==> config.mk <==
export PLATFORM = sky130hd
export DESIGN_NAME = coord_tracker
export DESIGN_NICKNAME = d
export VERILOG_FILES = /design/src/logic/overlay_pkg.sv /design/src/logic/coord_tracker.sv
export SDC_FILE = /design/constraint.sdc
export NUM_CORES = 1
export LEC_CHECK = 0
export ABC_AREA = 0
export BUFFER_PORTS_ARGS = -buffer_cell sky130_fd_sc_hd__buf_4
export CELL_PAD_IN_SITES_DETAIL_PLACEMENT = 1
export CELL_PAD_IN_SITES_GLOBAL_PLACEMENT = 2
export CORE_MARGIN = 1.5
export CORE_UTILIZATION = 26
export DETAILED_ROUTE_END_ITERATION = 6
export HOLD_SLACK_MARGIN = 0.15
export PLACE_DENSITY = 0.79
export SLEW_MARGIN = 15
export SYNTH_ARGS = -nofsm -noshare
export SYNTH_HDL_FRONTEND = slang
export SYNTH_SLANG_ARGS = --single-unit
==> constraint.sdc <==
create_clock -name clk -period 1.5 [get_ports clk]
set_input_delay 0.075 -clock clk [delete_from_list [all_inputs] [get_ports clk]]
set_output_delay 0.075 -clock clk [all_outputs]
set_load 0.02 [all_outputs]
==> src/logic/overlay_pkg.sv <==
package overlay_pkg;

	// pixel and image geometry
	localparam int ch_w = 8;
	localparam int x_w = 12;
	localparam int y_w = 12;
	localparam int out_w = 3 * ch_w;
	localparam int col_depth = 1 << x_w;

	// colour painted into corner pixels
	localparam logic [out_w-1:0] mark_value = 24'h00ff00;

	// accept to fifo write
	localparam int pipe_depth = 5;

	localparam int fifo_aw = 4;
	localparam int fifo_depth = 1 << fifo_aw;
	// room left for every beat still in the pipe when ready drops
	localparam int fifo_af_th = fifo_depth - pipe_depth - 1;

	typedef struct packed {
		logic [ch_w-1:0] data;
		logic sof;
		logic last;
	} in_beat_t;

	typedef struct packed {
		logic [x_w-1:0] x;
		logic [y_w-1:0] y;
	} coord_t;

	// outer limits of one column
	typedef struct packed {
		logic valid;
		logic [y_w-1:0] top;
		logic [y_w-1:0] bottom;
	} col_bound_t;

	typedef struct packed {
		logic valid;
		logic [x_w-1:0] edge_x;
		logic [x_w-1:0] top_x;
		logic [y_w-1:0] top_y;
		logic [x_w-1:0] bot_x;
		logic [y_w-1:0] bot_y;
	} corner_t;

	typedef struct packed {
		logic [out_w-1:0] data;
		logic sof;
		logic last;
	} out_beat_t;

	typedef enum logic [2:0] {
		region_none,
		region_lt,
		region_lb,
		region_rt,
		region_rb
	} region_e;

endpackage

==> src/logic/coord_tracker.sv <==
module coord_tracker (
	input logic clk,
	input logic resetn,
	input logic fsync,
	input logic accept,
	input overlay_pkg::in_beat_t beat,
	output overlay_pkg::coord_t coord
);
	import overlay_pkg::*;

	// position the next accepted beat will take
	logic [x_w-1:0] x_cnt;
	logic [y_w-1:0] y_cnt;

	logic [x_w-1:0] cur_x;
	logic [y_w-1:0] cur_y;

	// sof restarts both axes on the beat itself
	always_comb begin
		if (beat.sof) begin
			cur_x = '0;
			cur_y = '0;
		end else begin
			cur_x = x_cnt;
			cur_y = y_cnt;
		end
	end

	assign coord.x = cur_x;
	assign coord.y = cur_y;

	always_ff @(posedge clk) begin
		if (!resetn) begin
			x_cnt <= '0;
			y_cnt <= '0;
		end else if (fsync) begin
			// known row even when sof goes missing
			x_cnt <= '0;
			y_cnt <= '0;
		end else if (accept) begin
			if (beat.last) begin
				x_cnt <= '0;
				y_cnt <= cur_y + 1'b1;
			end else begin
				x_cnt <= cur_x + 1'b1;
				y_cnt <= cur_y;
			end
		end
	end

endmodule

======== After elaboration in Yosys (flattened, before gate mapping) ========
Cells that the tools add are included.
operators by class
  $add $sub $neg .......................... 2
  multipliers ............................. 0
  div/mod/pow operators ................... 0
  magnitude comparators ................... 0
  equal/unequal tests ..................... 0
  shifts and indexed selects .............. 0
  mux-type cells .......................... 4
  bitwise logic cells ..................... 1
  reductions and logical operators ........ 1
operators with widths
  operator                                                          count
  12-bit 2-to-1 mux                                                 4
  12-bit by 1-bit adder with 12-bit output (second input constant)  2
  2-bit OR reduction                                                1
  1-bit NOT                                                         1
storage, ports and cells
  bits in registers ....................... 24
  latch bits .............................. 0
  bits in writable memories ............... 0
  ROM bits ................................ 0
  input port bits ......................... 14
  output and inout port bits .............. 24
  word-level logic and storage cells ...... 10
  memories kept ........................... 0

======== Longest topological paths before layout ========
  word-level depth ........................ 3
  depth in mapped cells ................... 9
  gate-level depth less buffers ........... 6

======== Worst setup path after synthesis ========
Ideal clock, no wire load.
  path type ............................... input-to-reg
  start ................................... in beat[1] in the netlist's numbering
  end ..................................... reg y_cnt[8]
  library setup time ...................... 0.128 ns
  arrival time ............................ 1.806 ns
  required time ........................... 1.372 ns
  setup slack ............................. -0.434 ns
  stages .................................. 9
  buffers on the path ..................... 3
  cell sequence ........................... clkbuf_2 buf_2 clkbuf_1 nor2b_1 ha_1 nand4_1 nor4_1 xor2_1 nor2_1
RTL lines
  item                    line                 RTL
  start: declaration      coord_tracker.sv:6   input overlay_pkg::in_beat_t beat,
  end signal: assignment  coord_tracker.sv:43  y_cnt <= cur_y + 1'b1;
  end signal: assignment  coord_tracker.sv:46  y_cnt <= cur_y;
  end: declaration        coord_tracker.sv:13  logic [y_w-1:0] y_cnt;

======== Final worst setup path ========
  start ................................... in beat[0] in the netlist's numbering
  end ..................................... reg x_cnt[9]
between the ends
  cells in the longest elaborated chain, start to end .. 1
ends and longest elaborated chain
  item                    line                 RTL
  12-bit 2-to-1 mux       coord_tracker.sv:41  if (beat.last) begin
  end signal: assignment  coord_tracker.sv:45  x_cnt <= cur_x + 1'b1;
  end: declaration        coord_tracker.sv:12  logic [x_w-1:0] x_cnt;
No other way between the ends.
A chain may end at the register's enable or synchronous reset.

==> results.py <==
metrics = {
    "outcome": {
        "status": "finished clean",
    },
    "setup_path": {
        "cp_max_fo": 11,
        "arrival_ps": 1700,
        "critPathLaunchType": "primary input",
        "crit_required_ps": 1700,
        "setup.worst_path.class": "in2reg",
        "worst_setup_path_end_kind": "flop",
    },
    "clocking": {
        "cts_buffers": 3,
        "cts_tree": "yes",
        "ctsRootBufferMaster": "clkbuf_8",
        "path_clk_slew_ps": 80,
        "clk_latency_ps": 270,
        "h-tree-depth": 1,
        "clockBufferDepth": 2,
        "cts_sinks": 24,
    },
    "power": {
        "combPwrFrac_pct": 9.6,
        "p_sw_mw": 0.286,
        "ir_drop_v": 0.000262,
        "power_frac_seq_pct": 55.7,
        "swShare_pct": 24.9,
        "leakagePower_nw": 0.833,
        "p_per_area_nw_per_um2": 567,
        "finalPower_mw": 1.15,
        "p_int_mw": 0.864,
        "p_clk_share_pct": 34.7,
    },
    "placed_design": {
        "port_buffers": 29,
        "place_congestion": 0.767,
        "placed_area_sq_um": 1910,
        "hpwl_mm": 2.97,
    },
    "synthesis": {
        "synth_edf_count": 0,
        "synth_most_common_cell": "dfxtp_1",
        "async_flop_share_pct": 0,
        "yosysWarnings": 0,
        "yosys-top-cells-count": "dfxtp_1, nor2b_1, nand2_1, nor2_1, a21oi_1",
        "synthesis.area_sq_um": 1440,
        "synth_area_leader_cell": "dfxtp_1",
        "synth_top_area_share_pct": 33.4,
        "synth_ff_type": "dfxtp_1",
        "syn_nets": 200,
        "ys_ff_latch": 24,
        "seq_area_frac_synth_pct": 33.4,
        "synthDistinctLibCells": 43,
        "avgSynthCellArea_sq_um": 7.81,
        "synth_area_leaders": "dfxtp_1, nor2b_1, nand2_1",
        "synthCells": 184,
    },
    "sta": {
        "min_period_ps": 1500,
        "slew_violations": 0,
        "setup-violations-final": 0,
        "max_clock_freq_mhz": 668,
        "min_period_over_period_pct": 99.8,
        "grt_setup_unrepaired": "true",
        "skew_ps": 7.32,
        "relSlewSlack_pct": 75.0,
        "setup_tns_ps": 0,
        "worstMarginPinSlew_ps": 374,
        "hold_violations": 0,
    },
    "layout": {
        "syn_to_final_growth_pct": 41.0,
        "fin_util_pct": 38.9,
        "final_cell_area_sq_um": 2030,
        "drive_gt1_share_pct": 34.9,
        "n_fill_cell": 641,
        "num-nets-final": 250,
        "antenna_cells": 0,
    },
    "grt": {
        "antenna_found_initial": 0,
        "overflow": 0,
        "grt_usage_pct": 14.4,
        "grt_pass1_wl_mm": 7.02,
        "grt_pass1_vias": 1422,
        "grt_max_degree": 22,
    },
    "floorplanning": {
        "fp-row-count": 26,
        "dieArea_sq_um": 5980,
        "start_util_pct": 27.6,
        "core_region_area_sq_um": 5200,
        "io_pins": 38,
        "die_h_microns": 77.4,
        "fp.dieW_microns": 77.4,
    },
    "min_path": {
        "hold_path_class": "in2reg",
    },
    "routing": {
        "route.detailed.drc": 0,
        "drtPass1Iterations": 4,
        "ant_nets": 0,
        "drt_iter0_drc": 37,
        "vias_per_cell": 4.89,
        "avgRoutedWirePerCell_microns": 13.8,
        "postRouteWirelength_mm": 4.16,
        "num_vias": 1477,
    },
    "flow_run": {
        "drv_cap": 0,
    },
}
-- power groups by stage --
| stage | registers [mW] | clock network (mW) | logic (mW) |
|---|---|---|---|
| floorplan | 0.655 | 0 | 0.0719 |
| global placement | 0.655 | 0 | 0.105 |
| detailed placement | 0.655 | 0 | 0.107 |
| CTS | 0.640 | 0.411 | 0.109 |
| global route | 0.641 | 0.448 | 0.122 |
| finish | 0.640 | 0.399 | 0.111 |
-- final cells by class --
type | count | area, sq um | area share, %
tap | 70 | 87.6 | 4.32
sequential | 24 | 487 | 24.0
clock buffer | 3 | 41.3 | 2.04
inverter | 4 | 15.0 | 0.741
timing repair buffer | 54 | 408 | 20.1
multi-input combinational | 147 | 988 | 48.8
-- placed cells by master (no fill, tap or decap), types with 2 or more instances in the layout --
cell type	synthesis	layout
a21o_1	2	2
and4b_2	1	2
and2_1	2	2
nand3_1	6	6
nor2b_4	0	4
nand2b_1	5	5
nor2b_1	22	18
xnor2_1	4	4
and4_1	3	2
a21oi_1	10	9
ha_4	0	2
nor2_1	17	17
and3_4	0	2
nand4_1	6	6
nor3_1	3	3
nor3b_1	2	2
o21ai_0	6	5
and3_1	5	2
a31o_2	3	3
xor2_1	4	4
nand2_1	20	20
inv_1	4	4
and2b_1	4	4
clkbuf_8	0	3
a22oi_1	2	2
buf_4	0	53
dfxtp_1	24	19
dfxtp_2	0	5
-- registers in the layout, indices dropped and copies added (netlist names) --
register,cells
x_cnt,12
y_cnt,12
-- logic make-up (layout without fill, tap and decap cells) --
kind of cell / after synthesis / count (layout) / share of synthesized area (%)
AOI/OAI and AO/OA: 31 / 31 / 14.1
xor gates and xnor gates: 8 / 8 / 4.87
adders and majority gates: 2 / 2 / 1.74
buffers and inverters: 13 / 61 / 3.83
DFF: 24 / 24 / 33.4
and+or+nand+nor: 106 / 106 / 42.0
-- per-layer routing --
layer | share of wire (%) | vias to the layer above | global-route usage, %
met4 | 1.0 | 0 | 4.91
met3 | 2.4 | 4 | 2.00
met5 | 0 | - | 0
met1 | 51 | 706 | 20.4
li1 | - | 749 | -
met2 | 46 | 18 | 22.4
-- worst paths after layout --
path / start / to / slack [ps] / cells past startpoint
max: beat[0] / x_cnt[9] / 3 / 5
min: accept / x_cnt[0] / 180 / 3
max reg2reg: x_cnt[1] / x_cnt[10] / 10 / 6
min reg2reg: x_cnt[8] / x_cnt[8] / 460 / 2
-- stage by stage --
stage	hold slack [ps]	worst slack, ps	instances
2_1_floorplan	345	-14.2	184
3_3_place_gp	422	27.2	292
3_5_place_dp	428	7.22	292
4_1_cts	178	8.33	296
5_1_grt	210	-54.9	302
6_report	176	3.18	302
-- critical path, cell delays in order --
cell	delay [ps]
dlygate4sd3_1	540
buf_4	180
or3b_1	420
or3_1	330
a31oi_1	150
-- timing repair --
action	in CTS	in global routing
pin swaps	0	6
endpoints found under the hold margin	1	0
hold buffers	1	0
buffers inserted	0	6
endpoints found under the setup margin	2	7
resized for setup	1	10
No activity file was read; power rests on OpenSTA's default activity.
