File: config.mk
export PLATFORM = sky130hd
export DESIGN_NAME = stream_fifo
export DESIGN_NICKNAME = d
export VERILOG_FILES = /design/src/logic/overlay_pkg.sv /design/src/logic/stream_fifo.sv
export SDC_FILE = /design/constraint.sdc
export NUM_CORES = 1
export LEC_CHECK = 0
export BUFFER_PORTS_ARGS = -buffer_cell sky130_fd_sc_hd__buf_2
export CAP_MARGIN = 20
export CELL_PAD_IN_SITES_DETAIL_PLACEMENT = 0
export CELL_PAD_IN_SITES_GLOBAL_PLACEMENT = 2
export CORE_ASPECT_RATIO = 1.2
export CORE_MARGIN = 2
export CORE_UTILIZATION = 50
export CTS_BUF_LIST = sky130_fd_sc_hd__clkbuf_4
export DETAILED_ROUTE_END_ITERATION = 6
export GPL_TIMING_DRIVEN = 0
export PLACE_DENSITY = 0.85
export SLEW_MARGIN = 0
export SYNTH_ARGS = -nofsm -noshare
export SYNTH_HDL_FRONTEND = slang
export SYNTH_SLANG_ARGS = --single-unit
export TNS_END_PERCENT = 50
File: constraint.sdc
create_clock -name clk -period 4.3 [get_ports clk]
set_input_delay 0.215 -clock clk [delete_from_list [all_inputs] [get_ports clk]]
set_output_delay 0.215 -clock clk [all_outputs]
set_load 0.02 [all_outputs]
File: src/logic/overlay_pkg.sv
package overlay_pkg;

	// pixel and image geometry
	localparam int ch_w = 8;
	localparam int x_w = 12;
	localparam int y_w = 12;
	localparam int out_w = 3 * ch_w;
	localparam int col_depth = 1 << x_w;

	// colour painted into corner pixels
	localparam logic [out_w-1:0] mark_value = 24'h00ff00;

	// accept to fifo write
	localparam int pipe_depth = 5;

	localparam int fifo_aw = 4;
	localparam int fifo_depth = 1 << fifo_aw;
	// room left for every beat still in the pipe when ready drops
	localparam int fifo_af_th = fifo_depth - pipe_depth - 1;

	typedef struct packed {
		logic [ch_w-1:0] data;
		logic sof;
		logic last;
	} in_beat_t;

	typedef struct packed {
		logic [x_w-1:0] x;
		logic [y_w-1:0] y;
	} coord_t;

	// outer limits of one column
	typedef struct packed {
		logic valid;
		logic [y_w-1:0] top;
		logic [y_w-1:0] bottom;
	} col_bound_t;

	typedef struct packed {
		logic valid;
		logic [x_w-1:0] edge_x;
		logic [x_w-1:0] top_x;
		logic [y_w-1:0] top_y;
		logic [x_w-1:0] bot_x;
		logic [y_w-1:0] bot_y;
	} corner_t;

	typedef struct packed {
		logic [out_w-1:0] data;
		logic sof;
		logic last;
	} out_beat_t;

	typedef enum logic [2:0] {
		region_none,
		region_lt,
		region_lb,
		region_rt,
		region_rb
	} region_e;

endpackage

File: src/logic/stream_fifo.sv
module stream_fifo (
	input logic clk,
	input logic resetn,
	input logic wr,
	input overlay_pkg::out_beat_t wbeat,
	output logic almost_full,
	output logic m_valid,
	output overlay_pkg::out_beat_t m_beat,
	input logic m_ready
);
	import overlay_pkg::*;

	out_beat_t mem [fifo_depth];

	logic [fifo_aw-1:0] wr_ptr;
	logic [fifo_aw-1:0] rd_ptr;
	logic [fifo_aw:0] count;

	logic full;
	logic empty;
	logic push;
	logic pop;
	// holds off input for the first cycle out of reset
	logic armed;

	assign full = (count == fifo_depth);
	assign empty = (count == '0);
	assign push = wr && !full;
	// refill the output register when it is free or leaving
	assign pop = !empty && (!m_valid || m_ready);

	assign almost_full = !armed || (count >= fifo_af_th);

	always_ff @(posedge clk) begin
		if (push) begin
			mem[wr_ptr] <= wbeat;
		end
	end

	always_ff @(posedge clk) begin
		if (!resetn) begin
			wr_ptr <= '0;
			rd_ptr <= '0;
			count <= '0;
			armed <= 1'b0;
		end else begin
			armed <= 1'b1;
			if (push) begin
				wr_ptr <= wr_ptr + 1'b1;
			end
			if (pop) begin
				rd_ptr <= rd_ptr + 1'b1;
			end
			case ({push, pop})
				2'b10: count <= count + 1'b1;
				2'b01: count <= count - 1'b1;
				default: count <= count;
			endcase
		end
	end

	// output register
	always_ff @(posedge clk) begin
		if (pop) begin
			m_beat <= mem[rd_ptr];
		end
	end

	always_ff @(posedge clk) begin
		if (!resetn) begin
			m_valid <= 1'b0;
		end else if (pop) begin
			m_valid <= 1'b1;
		end else if (m_ready) begin
			m_valid <= 1'b0;
		end
	end

endmodule

---- Word-level counts from Yosys, hierarchy flattened ----
Memories as Yosys holds them, arrays and structs flattened. A register that Yosys moved wholly into a read port is not among the register bits.
Index checks and enable logic that the tools add are counted.
word-level totals
  flip-flop bits (word level) ............. 15
  memory bits (writable) .................. 416
  input port bits ......................... 30
  output and inout port bits .............. 28
  word-level logic and storage cells ...... 31
  memories ................................ 1
memories
  memory  depth  bits a word  rd ports  clocked after Yosys merged registers in  wr ports  RTL line           source
  mem     16     26           1         1                                        1         stream_fifo.sv:13  out_beat_t mem [fifo_depth];
cells by class
  add/sub/neg operators ................... 4
  $lt $le $gt $ge ......................... 1
  equal/unequal tests ..................... 3
  mux-type cells .......................... 6
  reductions and logical operators ........ 11
operators with widths
  cell                                                 number
  one-hot mux 5 bit (2 select lines)                   1
  adder 4 x 1 -> 4 bit, second input constant          2
  adder 5 x 1 -> 5 bit, second input constant          1
  == test 5 bit, second input constant                 1
  >= comparator 5 x 4 -> 1 bit, second input constant  1
  zero test 5 bit                                      1
  two-way mux 1 bit                                    5
  subtractor 5 x 1 -> 5 bit, second input constant     1
  zero test 1 bit                                      4
  nonzero test 2 bit                                   2
  == test 2 x 1 -> 1 bit, second input constant        1
  == test 2 bit, second input constant                 1
  logical AND 1 bit                                    2
  logical OR 1 bit                                     2

---- Depth between registers and ports, before layout ----
Gate-level depths: netlist of run 1.
  word-level depth ........................ 5
  mapped depth ............................ 13
  gate-level depth less buffers ........... 10

---- Worst setup path before layout of run 1 ----
No wires, ideal clock.
  kind .................................... flip-flop to flip-flop
  from .................................... reg count[1]
  to ...................................... reg count[4]
  library setup time ...................... 0.126 ns
  data arrival time ....................... 3.065 ns
  required time ........................... 4.174 ns
  path slack .............................. 1.110 ns
  cell stages (with the launch flop) ...... 14
  path buffers ............................ 3
  clock period less this slack ............ 3.190 ns
  cells stage by stage .................... dfxtp_1 -> buf_6 -> or4_4 -> buf_6 -> o21ai_4 -> inv_1 -> ha_1 -> clkbuf_1 -> xor2_1 -> ha_1 -> a211o_2 -> a21oi_1 -> a211o_1 -> nand4_1
between the ends
  cells in the longest elaborated chain, start to end .. 5
  elaborated cells on any way between the ends .. 12
  those cells by class .................... add/sub: 2; eq/ne: 3; mux: 1; reduce/logical: 6
ends and longest elaborated chain
  element                                                                   RTL line           source
  from (decl)                                                               stream_fifo.sv:17  logic [fifo_aw:0] count;
  from (signal assigned)                                                    stream_fifo.sv:55  2'b10: count <= count + 1'b1;
  from (signal assigned)                                                    stream_fifo.sv:56  2'b01: count <= count - 1'b1;
  from (signal assigned)                                                    stream_fifo.sv:57  default: count <= count;
  zero test 5 bit *                                                         stream_fifo.sv:27  assign empty = (count == '0);
  zero test 1 bit *                                                         stream_fifo.sv:30  assign pop = !empty && (!m_valid || m_ready);
  logical AND 1 bit *                                                       stream_fifo.sv:30
  net pop                                                                   stream_fifo.sv:22  logic pop;
  == test 2 x 1 -> 1 bit or == test 2 bit (tied branches)                   stream_fifo.sv:54  case ({push, pop})
  one-hot mux 5 bit (2 select lines) or nonzero test 2 bit (tied branches)  n/a
The timed path passes the listed nets; every way through them passes the cells marked *.
A chain may end at the register's enable or synchronous reset.

---- Final worst setup path of run 1 ----
Same ends and word-level chain as after synthesis.

==> metrics.txt, run 1 <==
GPL Wtd Cong=0.755; DRC viols=0; Seq cells post-synth=457; Min-Delay Endpoint=armed; register area share after synthesis=76.9%; Synth area leaders=edfxtp_1 75%, mux4_2 6.6%, mux2i_1 6.0%; worst skew pair latency=0.80 ns; post-synth top area share=75.2%; Max Fanout on Critical Path=28; share of cells above drive strength 1=between 30% and 40%; Chip Width=176 um; DRT antenna net count=0; Num CTS Buffers=106; Overflow after GRT=0; Power Density=547 nW/um^2; DR vias=9,383; Pre-Repair DR Iteration Count=5; fill cell count=about 2,600; cells on worst reg2reg path=13; commonest non-fill, non-tap cell in the layout=edfxtp_1; syn_nets=940; R2R Setup Slk=about 0.89 ns; minimum clock period=3.41 ns; Design Area, Final=just over 20,000 um^2; placed cell areas=19,100 um^2; max-cap viol count=0; Cells after Synth=901; status=finished, final reports clean; Sink Count=457; hold path depth=2; root buf cell=clkbuf_4; Crit Path Category=reg2reg; fin worst setup slack=0.887 ns; DP HPWL=24.7 mm; most frequent cells in the layout=442 x edfxtp_1, 156 x clkbuf_4, 106 x mux2i_1, 79 x buf_2; Iter 0 DRT Violations=746; Die H=210 um; Synth-to-Final Area Change=17.0%; Worst path max stage delay=a little over 0.5 ns; Hold Vio Cnt, Final=0; hold_sp=resetn; Critical Path AT=about 4.1 ns; gr usage total=between 20% and 30%; Max transition margin=30.3%; WL final=38.6 mm; H-tree depth=3; first-pass GRT wire length=roughly 57 mm; Worst-path clk slew=approximately 0.06 ns; area of the die=36,800 um^2; wire length per cell=23.2 um; Top Ports=58; # resized after CTS=0; largest net degree at the start of global routing=29; Reg area=13,600 um^2; number of core rows=75; ys async rst share=0%; predominant post-synthesis flop cell=edfxtp_1; core area=around 35,000 um^2; CP max stage cell=or4_4; Initial Util=around 50%; leakage dissipation=6.90 nW; critical path data required time=4.95 ns; Final #Nets=1,158; synthesized area per cell=19.6 um^2; worst r2r src=count[1]; Via-to-Cell Ratio=about 5.6; Multi-input gate area=3870 um^2; crit start category=flip-flop; max-slew violation count=0; Worst Max-Slew Pin Slew=between 1 and 1.5 ns; Hold/Removal Path Class=in2reg; initial antenna violation count=1; crit-path cells=buf_6 > or4_4 > buf_6 > o21ai_4 > inv_2 > ha_1 > clkbuf_1 > xor2_1 > ha_1 > a211o_2 > a21oi_1 > a211o_1 > nand4_1; crit end category=flip-flop; Post-Syn Area=17,700 um^2; post-place setup slack=~0.87 ns; dominant cell type by area after synthesis=edfxtp_1; RSZ-0062 raised after global routing=no; final core occ=about three fifths; Netlist cell types=47; # setup viols final=0; Yosys Warn Count=0; I/O Buffers=57; Peak supply drop=497 uV; number of enable flip-flop cells after synthesis=442; R2R Path End=count[4]; vias in the first global route=9,589; worst clock skew=0.0514 ns; upper clock frequency limit=just under 0.3 GHz; Max clock buf depth=3; final cycle utilization of the critical path=79.4%; CTS tree=built
[through the flow]
step | hold WS, ns | instances | power (W) | TNS, ns
after global routing | 0.140 | 1663 | 0.0118 | 0
final | 0.194 | 1663 | 0.0113 | 0
after detailed placement | 0.428 | 1444 | 0.00815 | 0
after CTS | 0.118 | 1661 | 0.0114 | 0
after global placement | 0.424 | 1420 | 0.00808 | -123.75
after floorplan | 0.243 | 901 | 0.00728 | 0
[power by group]
group / leakage [nW] / switching [W] / internal (W)
sequential: 4.13 / 0.0000759 / 0.00527
combinational: 1.98 / 0.00160 / 0.00107
clock: 0.782 / 0.00161 / 0.00166
[registers in the layout, indices dropped and copies added (netlist names)]
register	count
m_valid	1
mem	416
wr_ptr	4
m_beat	26
armed	1
count	5
rd_ptr	4
[layout make-up]
cell class                 instances  share of cell area (%)
sequential                       457                    65.7
antenna                            2                  0.0242
clock buffer                     156                    5.67
clock inverter                    32                   0.648
tap                              462                    2.80
inverter                           8                   0.170
buffer                            53                    1.35
multi-input combinational        383                    18.8
timing repair buffer             110                    4.89
[timing repair]
| action | in CTS | in global routing |
|---|---|---|
| hold buffers | 29 | 0 |
| hold endpoints to repair | 432 | 0 |
| setup endpoints to repair | 0 | 0 |
| buffers inserted | 0 | 0 |
[worst max-delay path by stage]
| stage | startpoint | endpoint | slack (ns) |
|---|---|---|---|
| global route | count[1] | count[2] | 0.66 |
| CTS | count[1] | count[4] | 0.84 |
| global placement | count[2] | mem[1][11] | -1.27 |
| finish | count[1] | count[4] | 0.89 |
| floorplan | count[1] | count[4] | 1.11 |
| detailed placement | count[1] | count[4] | 0.87 |
[cell families after synthesis]
group,after synthesis,share of synthesized area (%)
AO/OA/AOI/OAI,126,5.52
XOR/XNOR,8,0.397
adder cells (fa/ha/maj),9,0.638
buffers and inverters,61,1.78
flip-flops,457,76.9
multiplexers,158,12.6
AND/OR/NAND/NOR,82,2.12
[metal layers]
metal | track usage (%) | routed length, um | vias to the layer above
met3 | 4.58 | 2320 | 52
met1 | 27.2 | 15500 | 4792
met2 | 36.5 | 19900 | 317
li1 | - | - | 4222
met5 | 0 | 0 | -
met4 | 7.95 | 837 | 0
[synth_stat cells, types with 6 or more instances]
cell      instances
a221oi_1         52
a22oi_1          26
buf_2            22
buf_4             8
clkbuf_1         18
dfxtp_1          15
edfxtp_1        442
ha_1              9
inv_1             6
mux2i_1         106
mux4_2           52
nand2_1          31
nor2_1           24
o21ai_0          28
xor2_1            6
[worst max-delay path, delay by kind of cell (launching register included)]
family,cells,cell delay (ns)
compound gates,4,0.81
buf+inv,4,0.83
simple gates,2,0.58
flops,1,0.30
fa+ha+maj,2,0.58
xor+xnor,1,0.19
No activity file was read; power rests on OpenSTA's default activity.
==> inputs of run 2 (changes only) <==
==> constraint.sdc (replaced) <==
create_clock -name clk -period 3.6 [get_ports clk]
set_input_delay 0.18 -clock clk [delete_from_list [all_inputs] [get_ports clk]]
set_output_delay 0.18 -clock clk [all_outputs]
set_load 0.02 [all_outputs]
==> run 2 against run 1 <==
Against the previous run: sequential share of layout area barely moved; critical path type unchanged; first-iteration DRC count up 0.13%; clock-buffer cell count is the same; hold slack worse by 0.038 ns; utilization about the same; wire length about the same; cell count is the same; combinational power up 20%.
==> metrics.txt, run 2 (same netlist as run 1, synthesis figures left out) <==
Peak supply drop=595 uV (+20%); Synth-to-Final Area Change=17.1% (about the same); upper clock frequency limit=0.310 GHz (+5.6%); R2R Setup Slk=0.37 ns (-0.52 ns); WL final=38.6 mm (about the same); Critical Path AT=3.88 ns (-0.19 ns); fin worst setup slack=0.370 ns (-0.518 ns); total power=0.0135 W (+19%); Top Layer Used=met4; final cycle utilization of the critical path=89.7% (+10 points); Max clock buf depth=3 (unchanged); Worst Max-Slew Pin Slew=1.05 ns (+0.00203 ns); status=finished, final reports clean; # setup viols final=0 (unchanged); DP HPWL=24.7 mm (unchanged); Chip Width=176 um (unchanged); Overflow after GRT=0 (unchanged); DRC viols=0 (unchanged); Worst-path clk slew=0.06 ns (about the same); Initial Util=50.6% (unchanged); max-cap viol count=0 (unchanged); critical path data required time=4.25 ns (-0.70 ns); post-place setup slack=0.168 ns (-0.700 ns); R2R Path End=count[4]; placed cell count=1,444 (unchanged); wire length per cell=23.2 um (about the same); gr usage total=21.4% (unchanged); area of the die=36,800 um^2 (unchanged); max FFs per register=416 (unchanged); Hold/Removal Path Class=in2reg; worst clock skew=0.0521 ns (+0.000746 ns); Largest Register=mem; first-pass GRT wire length=57.4 mm (unchanged); Hold Vio Cnt, Final=0 (unchanged); Iter 0 DRT Violations=747 (+0.13%); top flop regs=mem: 416 flops, m_beat: 26 flops, count: 5 flops; Pre-Repair DR Iteration Count=5 (unchanged); cells on worst reg2reg path=13 (unchanged); root buf cell=clkbuf_4; crit end category=flip-flop; Sink Count=457 (unchanged); Design Area, Final=20,700 um^2 (about the same); minimum clock period=3.23 ns (-0.182 ns); DRT antenna net count=0 (unchanged); Setup Buffers After CTS=0 (unchanged); most frequent cells in the layout=442 x edfxtp_1, 156 x clkbuf_4, 106 x mux2i_1, 79 x buf_2; Crit Path Category=reg2reg; share of cells above drive strength 1=30.1% (unchanged); largest net degree at the start of global routing=29 (unchanged); RSZ-0062 raised after global routing=no; Die H=210 um (unchanged); initial antenna violation count=1 (unchanged); H-tree depth=3 (unchanged); Final #Nets=1,158 (unchanged); crit start category=flip-flop; met3 WL=2.28 mm (-1.5%); Min-Delay Endpoint=armed; Top Ports=58 (unchanged); Metal-1 WL=15.6 mm (+0.29%); leakage dissipation=6.90 nW (about the same); number of core rows=75 (unchanged); hold path depth=2 (unchanged); worst r2r src=count[1]; Via-to-Cell Ratio=5.66 (+0.28%); CTS tree=built; Cell Count, Final, Fillers Out=1,663 (unchanged); Max transition margin=30.2% (-0.14 points); Num CTS Buffers=106 (unchanged); vias in the first global route=9,589 (unchanged); Max Fanout on Critical Path=28 (unchanged); hold_sp=resetn; worst skew pair latency=0.80 ns (about the same); DR vias=9,409 (+0.28%); hold slack final=0.156 ns (-0.0380 ns); placed cell areas=19,100 um^2 (unchanged); max-slew violation count=0 (unchanged); GPL Wtd Cong=0.755 (unchanged); I/O Buffers=57 (unchanged); commonest non-fill, non-tap cell in the layout=edfxtp_1; WL met2=19.9 mm (+0.14%); core area=34,900 um^2 (unchanged); Power Density=653 nW/um^2 (+19%)
run 2: cell types whose count changed in the layout (fill, tap and decap cells not counted):
cell,previous run,this run
inv_4,0,1
inv_2,3,2
run 2: repair_timing:
item | in CTS | in global routing
gates resized for setup | 0 | 2
hold endpoints to repair | 445 | 0
hold buffers | 29 | 0
endpoints found under the setup margin | 0 | 2
run 2: layout make-up:
type | instances | area (um^2)
fillers | 2646 | 14200
flip-flops and latches | 457 | 13600
multi-input cells | 383 | 3870
clock buffers | 156 | 1170
repair buffers | 110 | 1010
well taps | 462 | 578
plain buffers | 53 | 279
clock inverters | 32 | 134
inverters | 8 | 37.5
diodes | 2 | 5.00
run 2: critical path, stage by stage (launching register included):
cell      delay (ns)
dfxtp_1         0.30
buf_6           0.13
or4_4           0.51
buf_6           0.16
o21ai_4         0.19
inv_4           0.22
ha_1            0.27
clkbuf_1        0.20
xor2_1          0.19
ha_1            0.24
a211o_2         0.32
a21oi_1         0.19
a211o_1         0.13
nand4_1         0.07
run 2: per-stage QoR:
step / util, % / TNS, ns
3_3_place_gp: 53.0 / -240.71
5_1_grt: 59.2 / 0
2_1_floorplan: - / 0
6_report: 59.2 / 0
3_5_place_dp: 54.6 / 0
4_1_cts: 59.2 / 0
run 2: how the worst max path moves through the flow:
stage          cells past startpoint         end     start
5_1_grt                           13    count[2]  count[1]
3_5_place_dp                      13    count[4]  count[1]
3_3_place_gp                       6  mem[1][11]  count[2]
4_1_cts                           13    count[4]  count[1]
2_1_floorplan                     13    count[4]  count[1]
6_report                          13    count[4]  count[1]
run 2: metal layers:
layer | GRT usage [%] | vias up
li1 | - | 4222
met1 | 27.2 | 4806
met2 | 36.5 | 330
met3 | 4.58 | 51
met4 | 7.95 | 0
met5 | 0 | -
run 2: report_power, final:
part	internal, W	switching (W)
sequential	0.00629	0.0000907
combinational	0.00129	0.00192
clock	0.00198	0.00192
==> inputs of run 3 (changes only) <==
--- a/config.mk
+++ b/config.mk
@@ -7,15 +7,13 @@
 export LEC_CHECK = 0
 export BUFFER_PORTS_ARGS = -buffer_cell sky130_fd_sc_hd__buf_2
 export CAP_MARGIN = 20
-export CELL_PAD_IN_SITES_DETAIL_PLACEMENT = 0
-export CELL_PAD_IN_SITES_GLOBAL_PLACEMENT = 2
 export CORE_ASPECT_RATIO = 1.2
 export CORE_MARGIN = 2
-export CORE_UTILIZATION = 50
+export CORE_UTILIZATION = 55
 export CTS_BUF_LIST = sky130_fd_sc_hd__clkbuf_4
 export DETAILED_ROUTE_END_ITERATION = 6
 export GPL_TIMING_DRIVEN = 0
-export PLACE_DENSITY = 0.85
+export PLACE_DENSITY = 0.76
 export SLEW_MARGIN = 0
 export SYNTH_ARGS = -nofsm -noshare
 export SYNTH_HDL_FRONTEND = slang
==> run 3 against run 2 <==
Against the previous run: the run now ends with design-rule violations left; critical path depth is the same; utilization grew 6.3 points; first-iteration DRC count increased by 13%; clock-buffer cell count unchanged; critical endpoint unchanged; largest cell class unchanged.
==> metrics.txt, run 3 (same netlist as run 1, synthesis figures left out) <==
Die H=200 um (-4.6%); Flop pwr share=47.0% (-0.3 points); DR vias=9,639 (+2.4%); critical path data required time=4.27 ns (+0.02 ns); Max clock buf depth=3 (unchanged); Crit Path Category=reg2reg; Via-to-Cell Ratio=6.01 (+6.2%); Logic pwr share=23.5% (-0.3 points); commonest non-fill, non-tap cell in the layout=edfxtp_1; CP max stage cell=or4_4; Worst Max-Slew Pin Slew=1.06 ns (+0.0149 ns); clock share of power=29.5% (+0.6 points); crit-path cells=buf_6 > or4_4 > buf_6 > o21ai_4 > inv_4 > ha_1 > clkbuf_1 > xor2_1 > ha_1 > a211o_2 > a21oi_1 > a211o_1 > nand4_1; Largest Register=mem; Max transition margin=29.2% (-1.0 points); minimum clock period=3.18 ns (-0.0479 ns); WP depth=13 (unchanged); Worst path max stage delay=0.50 ns (about the same); # setup viols final=0 (unchanged); top flop regs=mem: 416 flops, m_beat: 26 flops, count: 5 flops; worst skew pair latency=0.79 ns (about the same); GPL Wtd Cong=0.777 (+2.9%); max FFs per register=416 (unchanged); most frequent cells in the layout=442 x edfxtp_1, 156 x clkbuf_4, 106 x mux2i_1, 79 x buf_2; Setup Buffers After CTS=0 (unchanged); largest net degree at the start of global routing=29 (unchanged); max-slew violation count=0 (unchanged); root buf cell=clkbuf_4; wire length per cell=24.5 um (+5.3%); switching pwr=0.00397 W (+0.93%); WL final=39.3 mm (+1.6%); vias in the first global route=9,799 (+2.2%); leakage dissipation=6.91 nW (+0.12%); crit end category=flip-flop; hold slack final=0.147 ns (-0.00846 ns); Max Fanout on Critical Path=28 (unchanged); core area=31,400 um^2 (-9.9%); final cycle utilization of the critical path=88.4% (-1.3 points); Chip Width=168 um (-4.5%); share of cells above drive strength 1=30.3% (+0.14 points); DP HPWL=24.6 mm (-0.28%); Num CTS Buffers=104 (-1.9%); crit start category=flip-flop; placed cell count=1,382 (-4.3%); Final #Nets=1,155 (-0.26%); gr usage total=23.6% (+2.1 points); Critical Path AT=3.85 ns (-0.03 ns); P_int=0.00963 W (+0.72%); cells on worst reg2reg path=13 (unchanged); Sink Count=457 (unchanged); Overflow after GRT=0 (unchanged); Power Density=661 nW/um^2 (+1.2%); first-pass GRT wire length=58.0 mm (+1.1%); Hold/Removal Path Class=in2reg; hold path depth=2 (unchanged); area of the die=33,500 um^2 (-8.9%); crit path buf inv count=4 (unchanged); Worst-path clk slew=0.07 ns (about the same); H-tree depth=3 (unchanged); max-cap viol count=0 (unchanged); Top Ports=58 (unchanged); RSZ-0062 raised after global routing=no; fill cell count=2,089 (-21%); failing checks=design-rule violations; DRC viols=1 (+1); Sw Share=29.2% (+0.042 points); I/O Buffers=57 (unchanged); upper clock frequency limit=0.314 GHz (+1.5%); Synth-to-Final Area Change=16.6%; Cell Count, Final, Fillers Out=1,604 (-3.5%); worst clock skew=0.0415 ns (-0.0106 ns); status=finished with violations; Initial Util=56.1% (+5.6 points); DRT antenna net count=0 (unchanged); Pre-Repair DR Iteration Count=7 (+2); Hold Vio Cnt, Final=0 (unchanged); Peak supply drop=308 uV (-48%); CP delay by family, top=compound AO/OA/AOI/OAI gates; CTS tree=built; number of core rows=71 (-5.3%); total power=0.0136 W (+0.79%); initial antenna violation count=2 (+1); Iter 0 DRT Violations=844 (+13%)
## run 3: changes by cell type in the layout (fill, tap and decap cells not counted), sizes merged
cell,before,now
diode,2,3
buf,116,115
inv,8,9
bufinv,0,1
## run 3: worst paths after layout
kind              startpoint   endpoint  slack [ns]
hold / removal        resetn      armed        0.15
hold reg to reg    wr_ptr[1]  wr_ptr[1]        0.53
setup reg to reg    count[1]   count[4]        0.42
setup / recovery    count[1]   count[4]        0.42
## run 3: worst register-to-register path, cell delays in order (launching register included)
cell and delay, ns:
dfxtp_1 0.31, buf_6 0.13, or4_4 0.51, buf_6 0.16, o21ai_4 0.19, inv_4 0.22
ha_1 0.28, clkbuf_1 0.19, xor2_1 0.18, ha_1 0.22, a211o_2 0.31, a21oi_1 0.20
a211o_1 0.13, nand4_1 0.06
## run 3: per-layer routing
layer,share of wire (%),track usage [%]
met5,0,0
met4,2.6,9.25
met3,7.2,4.94
met2,53,41.6
met1,37,28.5
## run 3: layout make-up
type                    count  area, um^2  area share (%)
clock inverters            34         169           0.821
clock buffers             156        1170            5.69
plain buffers              53         279            1.36
flip-flops and latches    457       13600            65.9
well taps                 401         502            2.44
repair buffers            109         968            4.71
inverters                   8        37.5           0.182
multi-input cells         383        3870            18.8
diodes                      3        7.51          0.0365
## run 3: metrics by stage
step / TNS, ns / utilization, % / instance area [um^2] / setup slack (ns)
after CTS: 0 / 65.4 / 20600 / 0.191
after detailed placement: 0 / 60.2 / 18900 / 0.209
after floorplan: 0 / - / 17700 / 0.410
final: 0 / 65.4 / 20600 / 0.418
after global placement: -208.07 / 58.6 / 18400 / -1.98
after global routing: 0 / 65.4 / 20600 / 0.209
## run 3: power groups by stage
stage	clock network [W]	registers (W)	logic, W
after floorplan	0	0.00671	0.00199
after global placement	0	0.00652	0.00306
after detailed placement	0	0.00651	0.00319
after CTS	0.00407	0.00639	0.00323
after global routing	0.00435	0.00641	0.00343
final	0.00402	0.00639	0.00320
## run 3: repair_timing
item,in CTS,in global routing
gates resized for setup,0,2
endpoints found under the setup margin,0,1
hold buffers,29,0
endpoints found under the hold margin,427,0
